File: config.mk
export PLATFORM = sky130hd
export DESIGN_NAME = alu_contr
export DESIGN_NICKNAME = d
export VERILOG_FILES = /design/src/source/alu_contr_pkg.sv /design/src/source/alu_contr.sv /design/src/source/alu_carry_status.sv /design/src/source/alu_shift_link.sv /design/src/source/alu_instr_stage.sv
export VERILOG_INCLUDE_DIRS = /design/src /design/src/source
export SDC_FILE = /design/constraint.sdc
export NUM_CORES = 1
export LEC_CHECK = 0
export BUFFER_PORTS_ARGS = -buffer_cell sky130_fd_sc_hd__buf_2
export CAP_MARGIN = 10
export CORE_MARGIN = 4
export CORE_UTILIZATION = 40
export CTS_CLUSTER_SIZE = 20
export DETAILED_ROUTE_END_ITERATION = 8
export PLACE_DENSITY_LB_ADDON = 0.25
export SLEW_MARGIN = 10
export SYNTH_ARGS = -nofsm -noshare
export SYNTH_HDL_FRONTEND = slang
export SYNTH_SLANG_ARGS = --single-unit
export TNS_END_PERCENT = 1
File: constraint.sdc
create_clock -name aluclk -period 1.36 [get_ports aluclk]
set_input_delay 0.068 -clock aluclk [delete_from_list [all_inputs] [get_ports aluclk]]
set_output_delay 0.068 -clock aluclk [all_outputs]
set_load 0.02 [all_outputs]
File: src/source/alu_contr_params.svh
// Field widths and bit positions of the microcoded ALU instruction
// Widths of the mode, the 2-bit selects and the GPR write code

`ifndef ALU_CONTR_PARAMS_SVH
`define ALU_CONTR_PARAMS_SVH

// Instruction word and its three 3-bit fields
`define ALU_INSTR_W   9
`define ALU_FIELD_W   3
`define ALU_SRC_LSB   0   // Source operand pair
`define ALU_FUNC_LSB  3   // ALU function
`define ALU_DST_LSB   6   // Destination and shift

// ALU mode from the control store
`define ALU_MODE_W    2

// Shift, status, carry-in and CPU-data selects
`define ALU_SEL_W     2

// GPR write code
`define GPRC_W        3

`endif
File: src/source/alu_contr_pkg.sv
// Shared types for the ALU controller
// Enums for the ALU mode, source pair and function fields
// Packed structs for the registered state, the strobes and the datapath bits

`include "alu_contr_params.svh"

package alu_contr_pkg;

  typedef enum logic [`ALU_MODE_W-1:0] {
    MODE_NORMAL   = 2'd0,
    MODE_GPR_SRC  = 2'd1,  // Source bit 1 taken from GPR0
    MODE_GPR_FUNC = 2'd2,  // Function bit 3 taken from GPR0
    MODE_MIC      = 2'd3   // Shift and destination from IR and flags
  } alu_mode_e;

  // R and S operand pairs of the bit-slice ALU
  typedef enum logic [`ALU_FIELD_W-1:0] {
    SRC_AQ = 3'd0,
    SRC_AB = 3'd1,
    SRC_ZQ = 3'd2,
    SRC_ZB = 3'd3,
    SRC_ZA = 3'd4,
    SRC_DA = 3'd5,
    SRC_DQ = 3'd6,
    SRC_DZ = 3'd7
  } alu_src_e;

  typedef enum logic [`ALU_FIELD_W-1:0] {
    FUNC_ADD   = 3'd0,
    FUNC_SUBR  = 3'd1,
    FUNC_SUBS  = 3'd2,
    FUNC_OR    = 3'd3,
    FUNC_AND   = 3'd4,
    FUNC_NOTRS = 3'd5,
    FUNC_EXOR  = 3'd6,
    FUNC_EXNOR = 3'd7
  } alu_func_e;

  typedef struct packed {
    logic                  dst_i6;
    logic                  dst_i7;
    logic                  dst_i8;
    logic [`ALU_SEL_W-1:0] shift_sel;
    logic [`ALU_SEL_W-1:0] sts_sel;
    logic [`ALU_SEL_W-1:0] cin_sel;
    logic                  bdest;
    logic                  mic_mode;   // Mode was MIC when registered
  } alu_state_t;

  typedef struct packed {
    logic ra;
    logic rd;
    logic sa;
    logic sb;
    logic rsn;
    logic fsel;
    logic log;
    logic alui4;
  } alu_strobe_t;

  typedef struct packed {
    logic f0;
    logic f15;
    logic q0;
    logic q15;
    logic cry;
    logic gpr0;
    logic sts6;    // Carry flag
    logic sts7;    // Multishift flag
  } alu_data_t;

endpackage

File: src/source/alu_contr.sv
// ALU controller top level
// Instruction stage, shift linkage and carry/status blocks

`timescale 1ns/1ps
`include "alu_contr_params.svh"

module alu_contr (
  input  logic                        aluclk,
  input  logic                        arst_n,
  input  logic [`ALU_INSTR_W-1:0]     csalui,
  input  logic [`ALU_MODE_W-1:0]      csalum,
  input  logic [`ALU_SEL_W-1:0]       csmis,
  input  logic [`ALU_SEL_W-1:0]       cssst,
  input  logic [`ALU_SEL_W-1:0]       cscinsel,
  input  logic [`ALU_SEL_W-1:0]       cd_10_9,
  input  logic                        ld_irv,
  input  alu_contr_pkg::alu_data_t    data,
  input  logic                        up_n,
  input  logic                        lcz_n,
  input  logic                        ldgpr_n,
  input  logic                        xfetch_n,
  output alu_contr_pkg::alu_strobe_t  strobes,
  output logic                        mi,
  output logic                        rri,
  output logic                        qli,
  output logic                        rli,
  output logic [1:0]                  qsel,
  output logic                        alud2_n,
  output logic                        bdest,
  output logic                        ci,
  output logic                        gprli,
  output logic [`ALU_SEL_W-1:0]       csts,
  output logic [`GPRC_W-1:0]          gprc
);

  alu_contr_pkg::alu_state_t state;  // Registered control state

  alu_instr_stage u_instr_stage (
    .aluclk   (aluclk),
    .arst_n   (arst_n),
    .csalui   (csalui),
    .csalum   (csalum),
    .csmis    (csmis),
    .cssst    (cssst),
    .cscinsel (cscinsel),
    .cd_10_9  (cd_10_9),
    .ld_irv   (ld_irv),
    .up_n     (up_n),
    .lcz_n    (lcz_n),
    .data     (data),
    .state    (state),
    .strobes  (strobes)
  );

  alu_shift_link u_shift_link (
    .state   (state),
    .data    (data),
    .mi      (mi),
    .rri     (rri),
    .qli     (qli),
    .rli     (rli),
    .qsel    (qsel),
    .alud2_n (alud2_n)
  );

  alu_carry_status u_carry_status (
    .state    (state),
    .data     (data),
    .ldgpr_n  (ldgpr_n),
    .xfetch_n (xfetch_n),
    .ci       (ci),
    .gprli    (gprli),
    .csts     (csts),
    .gprc     (gprc)
  );

  assign bdest = state.bdest;

endmodule

File: src/source/alu_carry_status.sv
// Carry-in select, GPR load-in majority,
// status-load code and GPR write code

`timescale 1ns/1ps
`include "alu_contr_params.svh"

module alu_carry_status (
  input  alu_contr_pkg::alu_state_t state,
  input  alu_contr_pkg::alu_data_t  data,
  input  logic                      ldgpr_n,
  input  logic                      xfetch_n,
  output logic                      ci,
  output logic                      gprli,
  output logic [`ALU_SEL_W-1:0]     csts,
  output logic [`GPRC_W-1:0]        gprc
);

  logic gpr_idle;  // Neither load nor extended fetch

  // Carry in from constant, carry flag or GPR0
  always_comb begin
    case (state.cin_sel)
      2'd0:    ci = 1'b0;
      2'd1:    ci = 1'b1;
      2'd2:    ci = data.sts6;
      default: ci = data.gpr0;
    endcase
  end

  // Two of three
  assign gprli = (data.sts7 & data.cry) |
                 (data.sts7 & data.gpr0) |
                 (data.cry & data.gpr0);

  assign csts[0] = state.sts_sel[0];
  assign csts[1] = state.sts_sel[1] | (state.mic_mode & state.dst_i8);  // Load STS in MIC

  assign gpr_idle = xfetch_n & ldgpr_n;

  assign gprc[0] = ldgpr_n & ~(xfetch_n & ~state.dst_i7);
  assign gprc[1] = gpr_idle;
  assign gprc[2] = gpr_idle & ~state.dst_i8;

endmodule

File: src/source/alu_shift_link.sv
// Shift linkage of the ALU slices
// RRI, QLI, RLI and MI multiplexers, Q select and ALU data 2 decode

`timescale 1ns/1ps

module alu_shift_link (
  input  alu_contr_pkg::alu_state_t state,
  input  alu_contr_pkg::alu_data_t  data,
  output logic                      mi,
  output logic                      rri,
  output logic                      qli,
  output logic                      rli,
  output logic [1:0]                qsel,
  output logic                      alud2_n
);

  logic f_or_q0;  // Low end of F or Q, picked by destination bit 6

  assign f_or_q0 = state.dst_i6 ? data.f0 : data.q0;

  // Right shift input and Q left input by shift select
  always_comb begin
    case (state.shift_sel)
      2'd0: begin
        rri = data.f15;
        qli = 1'b0;
      end
      2'd1: begin
        rri = f_or_q0;  // Rotate
        qli = data.f15;
      end
      2'd2: begin
        rri = data.cry & ~state.dst_i6;
        qli = 1'b0;
      end
      default: begin
        rri = data.sts7;  // Multishift link
        qli = data.sts7;
      end
    endcase
  end

  assign rli = state.dst_i6 ? qli : data.q15;
  assign mi  = state.dst_i7 ? data.f15 : f_or_q0;

  assign qsel[1] = ~state.dst_i6 & state.dst_i8;
  assign qsel[0] = ~state.dst_i6 & ~state.dst_i7;

  // Active low for destination pattern i8..i6 = 010
  assign alud2_n = ~(~state.dst_i6 & state.dst_i7 & ~state.dst_i8);

endmodule

File: src/source/alu_instr_stage.sv
// ALU instruction stage
// Mode substitution of instruction bits, CPU-data latch,
// source and function decode, and the ALU-clock control registers

`timescale 1ns/1ps
`include "alu_contr_params.svh"

module alu_instr_stage (
  input  logic                           aluclk,
  input  logic                           arst_n,
  input  logic [`ALU_INSTR_W-1:0]        csalui,    // ALU instruction
  input  logic [`ALU_MODE_W-1:0]         csalum,    // ALU mode
  input  logic [`ALU_SEL_W-1:0]          csmis,     // Shift select
  input  logic [`ALU_SEL_W-1:0]          cssst,     // Status-set select
  input  logic [`ALU_SEL_W-1:0]          cscinsel,  // Carry-in select
  input  logic [`ALU_SEL_W-1:0]          cd_10_9,   // CPU data bits 10:9
  input  logic                           ld_irv,    // Load enable for the CPU-data latch
  input  logic                           up_n,
  input  logic                           lcz_n,
  input  alu_contr_pkg::alu_data_t       data,
  output alu_contr_pkg::alu_state_t      state,
  output alu_contr_pkg::alu_strobe_t     strobes
);

  alu_contr_pkg::alu_mode_e    mode;
  alu_contr_pkg::alu_src_e     src;
  alu_contr_pkg::alu_func_e    func;
  logic [`ALU_INSTR_W-1:0]     instr_eff;
  logic [`ALU_SEL_W-1:0]       cd_latch;
  alu_contr_pkg::alu_state_t   state_nxt;
  alu_contr_pkg::alu_strobe_t  strobes_nxt;

  assign mode = alu_contr_pkg::alu_mode_e'(csalum);

  // Replace instruction bits according to the live mode
  always_comb begin
    instr_eff = csalui;
    case (mode)
      alu_contr_pkg::MODE_GPR_SRC:  instr_eff[`ALU_SRC_LSB+1] = data.gpr0;
      alu_contr_pkg::MODE_GPR_FUNC: instr_eff[`ALU_FUNC_LSB]  = data.gpr0;
      alu_contr_pkg::MODE_MIC: begin
        instr_eff[`ALU_DST_LSB+1] = ~up_n;   // Up flag
        instr_eff[`ALU_DST_LSB+2] = ~lcz_n;  // Loop counter flag
      end
      default: ;
    endcase
  end

  assign src  = alu_contr_pkg::alu_src_e'(instr_eff[`ALU_SRC_LSB +: `ALU_FIELD_W]);
  assign func = alu_contr_pkg::alu_func_e'(instr_eff[`ALU_FUNC_LSB +: `ALU_FIELD_W]);

  // Operand and function strobes
  always_comb begin
    strobes_nxt = '0;
    case (src)
      alu_contr_pkg::SRC_AQ: strobes_nxt.ra = 1'b1;
      alu_contr_pkg::SRC_AB: begin
        strobes_nxt.ra = 1'b1;
        strobes_nxt.sb = 1'b1;
      end
      alu_contr_pkg::SRC_ZB: strobes_nxt.sb = 1'b1;
      alu_contr_pkg::SRC_ZA: strobes_nxt.sa = 1'b1;
      alu_contr_pkg::SRC_DA: begin
        strobes_nxt.rd = 1'b1;
        strobes_nxt.sa = 1'b1;
      end
      alu_contr_pkg::SRC_DQ,
      alu_contr_pkg::SRC_DZ: strobes_nxt.rd = 1'b1;
      default: ;  // ZQ drives no operand strobe
    endcase

    case (func)
      alu_contr_pkg::FUNC_SUBR: strobes_nxt.rsn = 1'b1;
      alu_contr_pkg::FUNC_SUBS: strobes_nxt.fsel = 1'b1;
      alu_contr_pkg::FUNC_NOTRS: begin
        strobes_nxt.fsel = 1'b1;
        strobes_nxt.log  = 1'b1;
      end
      alu_contr_pkg::FUNC_OR,
      alu_contr_pkg::FUNC_AND,
      alu_contr_pkg::FUNC_EXOR,
      alu_contr_pkg::FUNC_EXNOR: strobes_nxt.log = 1'b1;
      default: ;
    endcase
    strobes_nxt.alui4 = instr_eff[`ALU_FUNC_LSB+1];
  end

  // Next control state
  always_comb begin
    state_nxt.dst_i6    = instr_eff[`ALU_DST_LSB];
    state_nxt.dst_i7    = instr_eff[`ALU_DST_LSB+1];
    state_nxt.dst_i8    = instr_eff[`ALU_DST_LSB+2];
    state_nxt.mic_mode  = (mode == alu_contr_pkg::MODE_MIC);
    state_nxt.shift_sel = state_nxt.mic_mode ? cd_latch : csmis;  // IR bits in MIC mode
    state_nxt.sts_sel   = cssst;
    state_nxt.cin_sel   = cscinsel;
    state_nxt.bdest     = instr_eff[`ALU_DST_LSB+1] | instr_eff[`ALU_DST_LSB+2];
  end

  // CPU data latched from the instruction register
  always_ff @(posedge aluclk or negedge arst_n) begin
    if (!arst_n) begin
      cd_latch <= '0;
    end else if (ld_irv) begin
      cd_latch <= cd_10_9;
    end
  end

  always_ff @(posedge aluclk or negedge arst_n) begin
    if (!arst_n) begin
      state   <= '0;
      strobes <= '0;
    end else begin
      state   <= state_nxt;
      strobes <= strobes_nxt;
    end
  end

endmodule

Word level (Yosys, flattened, before mapping)
Cells that the tools add are included.
{"block": "totals", "input_bits": 34, "reg_bits": 21, "elab_cells": 88}
{"block": "classes", "mux": 17, "n_eq_ne": 20, "bitwise": 24, "n_reduce_logical": 10}
{"cell": "equality test 3 bit (second input constant)", "count": 8}
{"cell": "AND 1 bit", "count": 13}
{"cell": "two-way mux 1 bit", "count": 12}
{"cell": "OR reduction 2 bit", "count": 5}
{"cell": "equality test 3 x 2 -> 1 bit (second input constant)", "count": 3}
{"cell": "equality test 2 bit (second input constant)", "count": 4}
{"cell": "NOT 1 bit", "count": 7}
{"cell": "equality test 2 x 1 -> 1 bit (second input constant)", "count": 3}
{"cell": "equality test 3 x 1 -> 1 bit (second input constant)", "count": 2}
{"cell": "one-hot mux 1 bit (3 select lines)", "count": 2}
{"cell": "OR reduction 5 bit", "count": 1}
{"cell": "logical NOT 2 bit", "count": 2}
{"cell": "two-way mux 2 bit", "count": 2}
{"cell": "bitwise OR 1 bit", "count": 4}
{"cell": "logical NOT 3 bit", "count": 1}
{"cell": "OR reduction 3 bit", "count": 1}
{"cell": "one-hot mux 1 bit (2 select lines)", "count": 1}

Logic depth before layout (Yosys ltp)
Gate-level depths: netlist (run 1).
{"block": "logic_depth", "ltp_word": 5, "mapped_depth": 4, "ltp_nobuf": 4}

Hierarchy
Synthesis (run 1) repeated with hierarchy kept, for this count alone.
{"block": "unflattened", "cells_unflattened": 73, "hier_area_um2": 902.1}
{"mod": "alu_instr_stage", "cells_per_inst": 48, "seq_area_each_um2": 525.5, "instances": 1, "area_per_inst_um2": 708.2}
{"mod": "alu_shift_link", "cells_per_inst": 14, "seq_area_each_um2": 0.0, "instances": 1, "area_per_inst_um2": 112.6}
{"mod": "alu_carry_status", "cells_per_inst": 11, "seq_area_each_um2": 0.0, "instances": 1, "area_per_inst_um2": 81.3}

Worst setup path before layout (run 1)
No wires, ideal clock.
{"block": "synth_timing", "path_kind": "reg2out", "from": "register u_instr_stage.state[10] (netlist name)", "to": "output rri", "stages_incl_launch_ff": 3, "setup_slack_ps": 56, "required_time_ps": 1292, "t_arrival_ps": 1236, "path_cell_list": "dfrtp_1 -> mux2_4 -> mux4_2"}
{"block": "synth_between", "elab_chain_cells": 3, "elab_cells_between_ends": 4, "cone_classes": "2 x mux; 2 x bitwise"}
{"element": "NOT 1 bit", "line_no": "alu_shift_link.sv:33", "source": "rri = data.cry & ~state.dst_i6;"}
{"element": "AND 1 bit", "line_no": "alu_shift_link.sv:33"}
{"element": "one-hot mux 1 bit (3 select lines) *", "line_no": "alu_shift_link.sv:23", "source": "case (state.shift_sel)"}
{"element": "to (decl)", "line_no": "alu_contr.sv:24", "source": "output logic rri,"}
Mark *: on every way between the ends. The rest lies on a longest branch, timed or not.

Worst setup path in the final report (run 1)
{"block": "layout_timing", "from": "register u_instr_stage.state[10] (netlist name)", "to": "output rri"}
{"block": "layout_between", "elab_chain_cells": 3, "elab_cells_between_ends": 4, "cone_classes": "2 x mux; 2 x bitwise"}
{"element": "NOT 1 bit", "line_no": "alu_shift_link.sv:33"}
{"element": "AND 1 bit", "line_no": "alu_shift_link.sv:33"}
{"element": "one-hot mux 1 bit (3 select lines) *", "line_no": "alu_shift_link.sv:23"}
Marks and branches as above.

==> metrics, run 1 <==
die width 55.0 um; nets 179; WP data arrival 1.64 ns; # rows 16; Synth Warn # 0; core box area 2020 um2; most frequent cells in the layout buf_2 (55), dfrtp_1 (21), dlygate4sd3_1 (15); CP endpoint kind output port; vias in the first global route roughly 840; Power Density 924 nW/um2; failing checks setup timing; Yosys top cell by area dfrtp_1; final setup violation count 4; Worst Hold Class input pin to register; CP Cell Sequence mux2_4, mux4_2, buf_6; via/cell ratio 4.71; num ports 57; fmax 586 MHz; area share of the largest cell type after synthesis 59.6%; setup tns final -0.793 ns; min cycle time layout 1.71 ns; Post-DP HPWL 1.68 mm; Root Buffer clkbuf_4; die area ~3000 um2; Mean Syn Cell Area about 13 um2; Yosys cell types 24; Overflow after GRT 0; Max H-tree Level 1; initial DRC count 4; static leakage 0.000732 uW; max-slew headroom at the worst pin between 70 and 80%; endpoints failing hold 0; Layout area overhead 58.3%; ant diodes 0; Worst VDD drop approximately 0.71 mV; synthesized net count between 100 and 150; clock-pin transition on the worst setup and hold timing paths 0.11 ns; DRC 0; Worst Setup Start Kind register; Tcrit/Tclk final 125%; RePlAce Congestion between 0.6 and 0.7; clock latency on the worst-skew pair 0.29 ns; Max Cap Viol 0; RSZ-0062 raised after global routing true; I/O Buffers 56; worst slack, placed -0.0226 ns; Starting Density 43.6%; CTS Sinks 21; outcome complete, but fails checks; largest net degree at the start of global routing 22; DRT Pass-1 Iters 3; Slowest-stage cell, CP mux4_2; CTS tree built; Critical Path RT 1.29 ns; CP Class register to output port; die height 55.0 um; first-pass GRT wire length approximately 3.4 mm; share of cells above drive strength 1 between 50% and 60%; Max Buffers Root-to-Sink 2; mapped cell area 882 um2; Setup Skew 0.00396 ns; final antenna-violating net count 0; Post-Synthesis Cells 68; crit-path max FO 3; Num CTS Buffers 3; Post-synth EDFFs 0; initial antenna violation count 0; WL final 2.30 mm; Worst-Margin Slew 0.443 ns; GR Util All Layers 16.3%; via count approximately 810; max-slew violations 0; Yosys reg bits 21; DR WL/cell 13.4 um; async set-reset flop share out of synthesis 100%; commonest non-fill, non-tap cell in the layout buf_2; Largest stage delay, worst path 0.47 ns; Post-CTS Setup Bufs 0; sequential share of the synthesized area between 50 and 60%; top_reg_cell synth dfrtp_1; total power 1290 uW; setup slack after layout -0.345 ns; Synth area leaders dfrtp_1 (60%), mux2_2 (10%), nand2b_1 (2.8%); fillcell total 161
cell usage after synthesis (2+ instances only):
master    number
a21o_1         2
a31oi_1        2
buf_4          2
dfrtp_1       21
inv_1          4
mux2_2         8
mux2i_1        2
nand2_1        3
nand2b_1       4
nor2_1         3
nor2b_1        3
o21ai_0        2
layer usage:
metal	global-route usage (%)	wire length, um	vias up
met5	0	0	-
met3	5.36	281	8
met4	8.10	55	0
li1	-	-	383
met1	14.4	738	374
met2	31.9	1220	41
sequential cells by signal, summed over array words and instances (netlist names):
register	count
u_instr_stage.state	11
u_instr_stage.cd_latch	2
u_instr_stage.strobes	8
worst max-delay path, delay by kind of cell (launching register included):
kind	cells	cell delay, ns
multiplexers	2	0.78
flip-flops	1	0.42
buffers and inverters	1	0.15
logic make-up after synthesis:
logic type	after synthesis	synth area share, %
AO/OA/AOI/OAI	9	6.52
flip-flops	21	59.6
AND/OR/NAND/NOR	19	12.6
buffers and inverters	6	3.40
multiplexers	12	16.7
adder cells (fa/ha/maj)	1	1.13
final cells by class:
class / instances / area (um2) / area share (%)
Sequential cell: 21 / 526 / 37.6
Timing Repair Buffer: 74 / 464 / 33.2
Multi-Input combinational cell: 41 / 332 / 23.7
Tap cell: 27 / 33.8 / 2.42
Clock buffer: 4 / 26.3 / 1.88
Inverter: 4 / 15.0 / 1.08
metrics by stage:
stage,util (%),area (um2),hold slack [ns],instances
2_1_floorplan,-,882,-0.228,68
3_3_place_gp,59.2,1200,0.0351,151
3_5_place_dp,59.2,1200,0.0406,151
4_1_cts,68.2,1380,0.00342,170
5_1_grt,69.1,1400,0.000411,171
6_report,69.1,1400,0.0163,171
worst paths after layout:
check / from / slack, ns / end / cells after the start
hold reg to reg: u_instr_stage.cd_latch[1]$_DFFE_PN0P_ / 0.53 / u_instr_stage.cd_latch[1]$_DFFE_PN0P_ / 1
max in group asynchronous: arst_n / 0.79 / u_instr_stage.strobes[4]$_DFF_PN0_ / 2
setup reg to reg: u_instr_stage.cd_latch[0]$_DFFE_PN0P_ / 0.58 / u_instr_stage.state[6]$_DFF_PN0_ / 1
hold / removal: csmis[0] / 0.02 / u_instr_stage.state[6]$_DFF_PN0_ / 2
setup / recovery: u_instr_stage.state[10]$_DFF_PN0_ / -0.35 / rri / 3
min in group asynchronous: arst_n / 0.27 / u_instr_stage.state[8]$_DFF_PN0_ / 2
power by group:
| group | total (uW) | switching [uW] | internal [uW] |
|---|---|---|---|
| sequential | 685 | 19.6 | 665 |
| combinational | 325 | 160 | 165 |
| clock | 280 | 166 | 114 |
what timing repair did:
action | in CTS | in global routing
setup endpoints to repair | 4 | 5
hold buffers | 15 | 1
gates resized for setup | 2 | 2
endpoints found under the hold margin | 37 | 1
No activity file was read; power rests on OpenSTA's default activity.
==> run 2: changes to the inputs <==
Settings changed: CORE_UTILIZATION 40 to 41, SKIP_CTS_REPAIR_TIMING from default to 1, SYNTH_HIERARCHICAL from default to 1, TNS_END_PERCENT 1 to default.
==> run 2 against run 1 <==
  * The flow still finishes with violations (setup timing)
  * Combinational power is 1% higher
  * Die area is 0.20% lower
  * Area after synthesis is 2.3% higher
  * Wire length is 5.0% lower
  * Flip-flop and latch count stayed put
  * Via count is 0.25% higher
  * Cell area is 1.2% higher
  * Critical path depth stayed put
  * Largest cell class unchanged
==> metrics, run 2 <==
reg2reg setup slack 0.57 ns (about the same); crit-path max FO 2 (-1); RePlAce Congestion 0.682 (+9.0%); CP endpoint kind output port; commonest non-fill, non-tap cell in the layout buf_2; via count 808 (+0.25%); via/cell ratio 4.62 (-2.0%); WP data arrival 1.61 ns (-0.03 ns); WL final 2.18 mm (-5.0%); GR Util All Layers 15.2% (-1.0 points); Worst Hold Class input pin to register; CP Class register to output port; die width 54.9 um (-0.10%); largest net degree at the start of global routing 22 (unchanged); setup slack after layout -0.316 ns (+0.0298 ns); Critical R2R Launch u_instr_stage/cd_latch[0]$_DFFE_PN0P_; die height 54.9 um (-0.10%); CTS Sinks 21 (unchanged); CP Cell Sequence mux2_4, mux4_2, buf_6; Post-Synthesis Cells 73 (+7.4%); fmax 597 MHz (+1.8%); clock-pin transition on the worst setup and hold timing paths 0.11 ns (about the same); Yosys cell types 29 (+21%); final setup violation count 2 (-2); register area 526 um2 (unchanged); initial DRC count 1 (-3); # rows 16 (unchanged); Max Cap Viol 0 (unchanged); Post-synth EDFFs 0 (unchanged); clock latency on the worst-skew pair 0.29 ns (about the same); Worst-Margin Slew 0.444 ns (+0.00103 ns); Most flops, register u_instr_stage/state; worst r2r path cells 1 (unchanged); sequential share of the synthesized area 58.3% (-1.3 points); Hold Path Cell Cnt 2 (unchanged); Overflow after GRT 0 (unchanged); setup tns final -0.422 ns (+0.371 ns); worst slack, placed 0.00394 ns (+0.0265 ns); Worst Setup Start Kind register; Power Density 923 nW/um2 (about the same); Critical Path RT 1.29 ns (about the same); top cells by count, synth dfrtp_1 (21), inv_1 (7), nor2_1 (5); DR WL/cell 12.5 um (-7.1%); outcome complete, but fails checks; Num CTS Buffers 3 (unchanged); I/O Buffers 56 (unchanged); endpoints failing hold 0 (unchanged); cell with the most instances after synthesis dfrtp_1; HP Start csalui[0]; DRC 0 (unchanged); Starting Density 44.6% (+0.99 points); max reg flops 11 (unchanged); core box area 2020 um2 (unchanged); Max H-tree Level 1 (unchanged); DP Area 1210 um2 (+1.0%); RSZ-0062 raised after global routing true; Layout area overhead 56.6%; DRT Pass-1 Iters 2 (-1); nets 183 (+2.2%); Setup Skew 0.00367 ns (-0.000295 ns); synthesized net count 107 (+4.9%); RR Endpoint u_instr_stage/state[6]$_DFF_PN0_; CTS tree built; failing checks setup timing; die area 3010 um2 (-0.20%); Multi-input gate area 335 um2 (+1.1%); Synth Warn # 6 (+6); Mean Syn Cell Area 12.4 um2 (-4.7%); fillcell total 163 (+1.2%); share of cells above drive strength 1 51.4% (-0.73 points); Critical path origin u_instr_stage/state[10]$_DFF_PN0_; Regs by FF count u_instr_stage/state: 11 flops, u_instr_stage/strobes: 8 flops, u_instr_stage/cd_latch: 2 flops; Slowest-stage cell, CP mux4_2; num ports 57 (unchanged); static leakage 0.000748 uW (+2.2%); post-route cell area 1410 um2 (+1.2%); ant diodes 0 (unchanged); final antenna-violating net count 0 (unchanged); max-slew violations 0 (unchanged); Yosys top cell by area dfrtp_1; Root Buffer clkbuf_4; Yosys reg bits 21 (unchanged); top_reg_cell synth dfrtp_1; Synth area leaders dfrtp_1 (58%), mux2_2 (5.0%), mux2i_1 (3.3%); vias in the first global route 740 (-12%); Max Buffers Root-to-Sink 2 (unchanged); max-slew headroom at the worst pin 70.4% (about the same); Tcrit/Tclk final 123% (-2.2 points); initial antenna violation count 0 (unchanged); first-pass GRT wire length 3.19 mm (-6.3%); Worst VDD drop 0.707 mV (+0.22%); mapped cell area 902 um2 (+2.3%); most frequent cells in the layout buf_2 (54), dfrtp_1 (21), dlygate4sd3_1 (16); area share of the largest cell type after synthesis 58.3% (-1.3 points); Largest stage delay, worst path 0.47 ns (about the same); crit path capture rri; async set-reset flop share out of synthesis 100% (unchanged); min cycle time layout 1.68 ns (-0.0298 ns)
-- run 2: cell type report --
| class | count | area share, % |
|---|---|---|
| Inverter | 8 | 2.13 |
| Sequential cell | 21 | 37.2 |
| Multi-Input combinational cell | 42 | 23.7 |
| Clock buffer | 3 | 1.59 |
| Timing Repair Buffer | 73 | 32.6 |
| Tap cell | 27 | 2.39 |
| Clock inverter | 1 | 0.354 |
-- run 2: cell families (layout without fill, tap and decap cells) --
| kind of cell | after synthesis | count (layout) | synth area share (%) |
|---|---|---|---|
| DFF | 21 | 21 | 58.3 |
| and+or+nand+nor | 20 | 20 | 12.9 |
| muxes | 11 | 11 | 15.4 |
| AOI/OAI and AO/OA | 10 | 10 | 7.21 |
| buffers and inverters | 10 | 85 | 4.99 |
| adders and majority gates | 1 | 1 | 1.25 |
-- run 2: power by group --
group          switching, uW  total [uW]  internal (uW)
Clock                    180         289            109
Sequential              21.0         686            665
Combinational            162         329            167
Total                    363        1300            941
-- run 2: through the flow --
stage          instances  power (uW)  hold WS [ns]  util (%)
6_report             175        1300       0.00722      69.9
5_1_grt              175        1390       0.00713      69.9
4_1_cts              159        1280        -0.298      61.1
3_5_place_dp         155         984        0.0438      59.8
3_3_place_gp         155         971        0.0368      59.8
2_1_floorplan         73         853        -0.228         -
-- run 2: worst min-delay path by stage --
| stage | end | slack (ns) |
|---|---|---|
| global route | u_instr_stage/strobes[6]$_DFF_PN0_ | 0.007 |
| finish | u_instr_stage/strobes[6]$_DFF_PN0_ | 0.007 |
| CTS | u_instr_stage/strobes[2]$_DFF_PN0_ | -0.30 |
| detailed placement | u_instr_stage/strobes[2]$_DFF_PN0_ | 0.04 |
| global placement | u_instr_stage/strobes[2]$_DFF_PN0_ | 0.04 |
| floorplan | u_instr_stage/cd_latch[0]$_DFFE_PN0P_ | -0.23 |
-- run 2: worst max-delay path: cells and delay by family, from the launching register on --
kind	cells	cell delay, ns
muxes	2	0.77
DFF	1	0.40
buffers and inverters	1	0.15
-- run 2: metal layers --
metal / global-route usage (%) / routed length (um) / up-vias
met4: 3.64 / 14 / 0
met2: 28.7 / 1190 / 37
met5: 0 / 0 / -
met1: 15.8 / 739 / 374
li1: - / - / 395
met3: 5.63 / 239 / 2
==> run 3: changes to the inputs <==
Settings changed: CORE_UTILIZATION 41 to 37.
Clock period 1.36 ns to 1.38 ns, I/O delays scaled along.
==> run 3 against run 2 <==
  * The flow still finishes with violations (setup timing)
  * Total power shrank 2.1%
  * Wire length shrank 4.6%
  * Core utilization shrank 8.2 points
  * Final cell count shrank 0.57%
  * Worst setup slack gained 0.017 ns
==> metrics, run 3 (synthesis results as in run 2) <==
outcome complete, but fails checks; failing checks setup timing; via count 786 (-2.7%); Critical Path RT 1.31 ns (+0.02 ns); Worst VDD drop 0.655 mV (-7.4%); clock latency on the worst-skew pair 0.29 ns (about the same); via/cell ratio 4.52 (-2.2%); Max H-tree Level 1 (unchanged); nets 181 (-1.1%); fillcell total 200 (+23%); Layout Cells excl Fill 174 (-0.57%); DRC 0 (unchanged); die height 57.4 um (+4.5%); first-pass GRT wire length 3.19 mm (unchanged); Regs by FF count u_instr_stage/state: 11 flops, u_instr_stage/strobes: 8 flops, u_instr_stage/cd_latch: 2 flops; clock-pin transition on the worst setup and hold timing paths 0.11 ns (about the same); CP Class register to output port; num ports 57 (unchanged); vias in the first global route 792 (+7.0%); GR Util All Layers 12.3% (-2.9 points); Starting Density 39.6% (-5.0 points); min cycle time layout roughly 1.7 ns; WP data arrival 1.61 ns (about the same); RePlAce Congestion 0.908 (+33%); max reg flops 11 (unchanged); initial antenna violation count 0 (unchanged); setup slack after layout -0.299 ns (+0.0170 ns); most frequent cells in the layout buf_2 (53), dfrtp_1 (21), dlygate4sd3_1 (13); endpoints failing hold 0 (unchanged); initial DRC count 8 (+7); worst r2r path cells 1 (unchanged); final antenna-violating net count 0 (unchanged); Max Cap Viol 0 (unchanged); # rows 17 (+1); placed cell count 156 (+0.65%); Post-DP HPWL 1.55 mm; largest net degree at the start of global routing 22 (unchanged); Worst Hold Class input pin to register; share of cells above drive strength 1 52.7% (+1.4 points); DR WL/cell 12.0 um (-4.1%); Worst-Margin Slew 0.445 ns (+0.00144 ns); WL final 2.08 mm (-4.6%); max-slew headroom at the worst pin 70.3% (-0.096 points); CTS Sinks 21 (unchanged); worst slack, placed 0.00942 ns (+0.00548 ns); Tcrit/Tclk final 122%; CTS tree built; Max Buffers Root-to-Sink 2 (unchanged); fmax 596 MHz; Worst Setup Start Kind register; die width 57.4 um (+4.5%); Setup Skew 0.00415 ns (+0.000484 ns); Overflow after GRT 0 (unchanged); ant diodes 0 (unchanged); Layout area overhead 55.5%; crit-path max FO 2 (unchanged); static leakage 0.000747 uW (-0.14%); Power Density 910 nW/um2 (-1.4%); post-route core utilization 61.6% (-8.2 points); DRT Pass-1 Iters 3 (+1); max-slew violations 0 (unchanged); RSZ-0062 raised after global routing true; CP endpoint kind output port; I/O Buffers 56 (unchanged); Num CTS Buffers 3 (unchanged); Hold Path Cell Cnt 2 (unchanged); Most flops, register u_instr_stage/state; Hold Slack 0.00782 ns (+0.000596 ns); core box area 2280 um2 (+13%); die area 3290 um2 (+9.2%); commonest non-fill, non-tap cell in the layout buf_2; final setup violation count 3 (+1); Root Buffer clkbuf_4
-- run 3: cell count changes in the layout (fill, tap and decap cells not counted), sizes merged --
cell	delta
clkinv	-1
dlygate4sd3	-3
buf	+1
clkbuf	+1
-- run 3: worst max-delay path, stage by stage, from the launching register on --
cell and delay (ns):
dfrtp_1 0.41, mux2_4 0.31, mux4_2 0.46, buf_6 0.15
-- run 3: cell type report --
cell class / count / area [um2] / area share [%]
multi-input cells: 42 / 342 / 24.4
clock buffers: 4 / 26.3 / 1.87
inverters: 8 / 30.0 / 2.14
flip-flops and latches: 21 / 526 / 37.5
repair buffers: 71 / 444 / 31.7
well taps: 28 / 35.0 / 2.50
-- run 3: per-layer routing --
layer / vias up / track usage [%] / wire length [um] / part of all wire (%)
li1: 389 / - / - / -
met1: 353 / 14.7 / 829 / 40
met2: 40 / 20.3 / 1020 / 49
met3: 4 / 4.30 / 206 / 9.9
met4: 0 / 4.64 / 27 / 1.3
met5: - / 0 / 0 / 0
-- run 3: worst paths after layout --
check / start / end / slack [ns]
max in group asynchronous: arst_n / u_instr_stage/state[6]$_DFF_PN0_ / 0.82
hold / removal: csalui[0] / u_instr_stage/strobes[4]$_DFF_PN0_ / 0.008
setup / recovery: u_instr_stage/state[10]$_DFF_PN0_ / rri / -0.30
setup reg to reg: u_instr_stage/cd_latch[0]$_DFFE_PN0P_ / u_instr_stage/state[6]$_DFF_PN0_ / 0.57
min in group asynchronous: arst_n / u_instr_stage/state[4]$_DFF_PN0_ / 0.24
hold reg to reg: u_instr_stage/cd_latch[0]$_DFFE_PN0P_ / u_instr_stage/cd_latch[0]$_DFFE_PN0P_ / 0.52
-- run 3: through the flow --
step           instance area (um2)  TNS (ns)  total power (uW)
3_3_place_gp                  1210         0               958
4_1_cts                       1240    -0.471              1240
3_5_place_dp                  1210         0               965
6_report                      1400    -0.421              1280
5_1_grt                       1400    -0.639              1350
2_1_floorplan                  902         0               840
-- run 3: where the power goes --
group          internal (uW)  switching, uW
logic                    164            161
clock network            112            164
registers                656           20.5
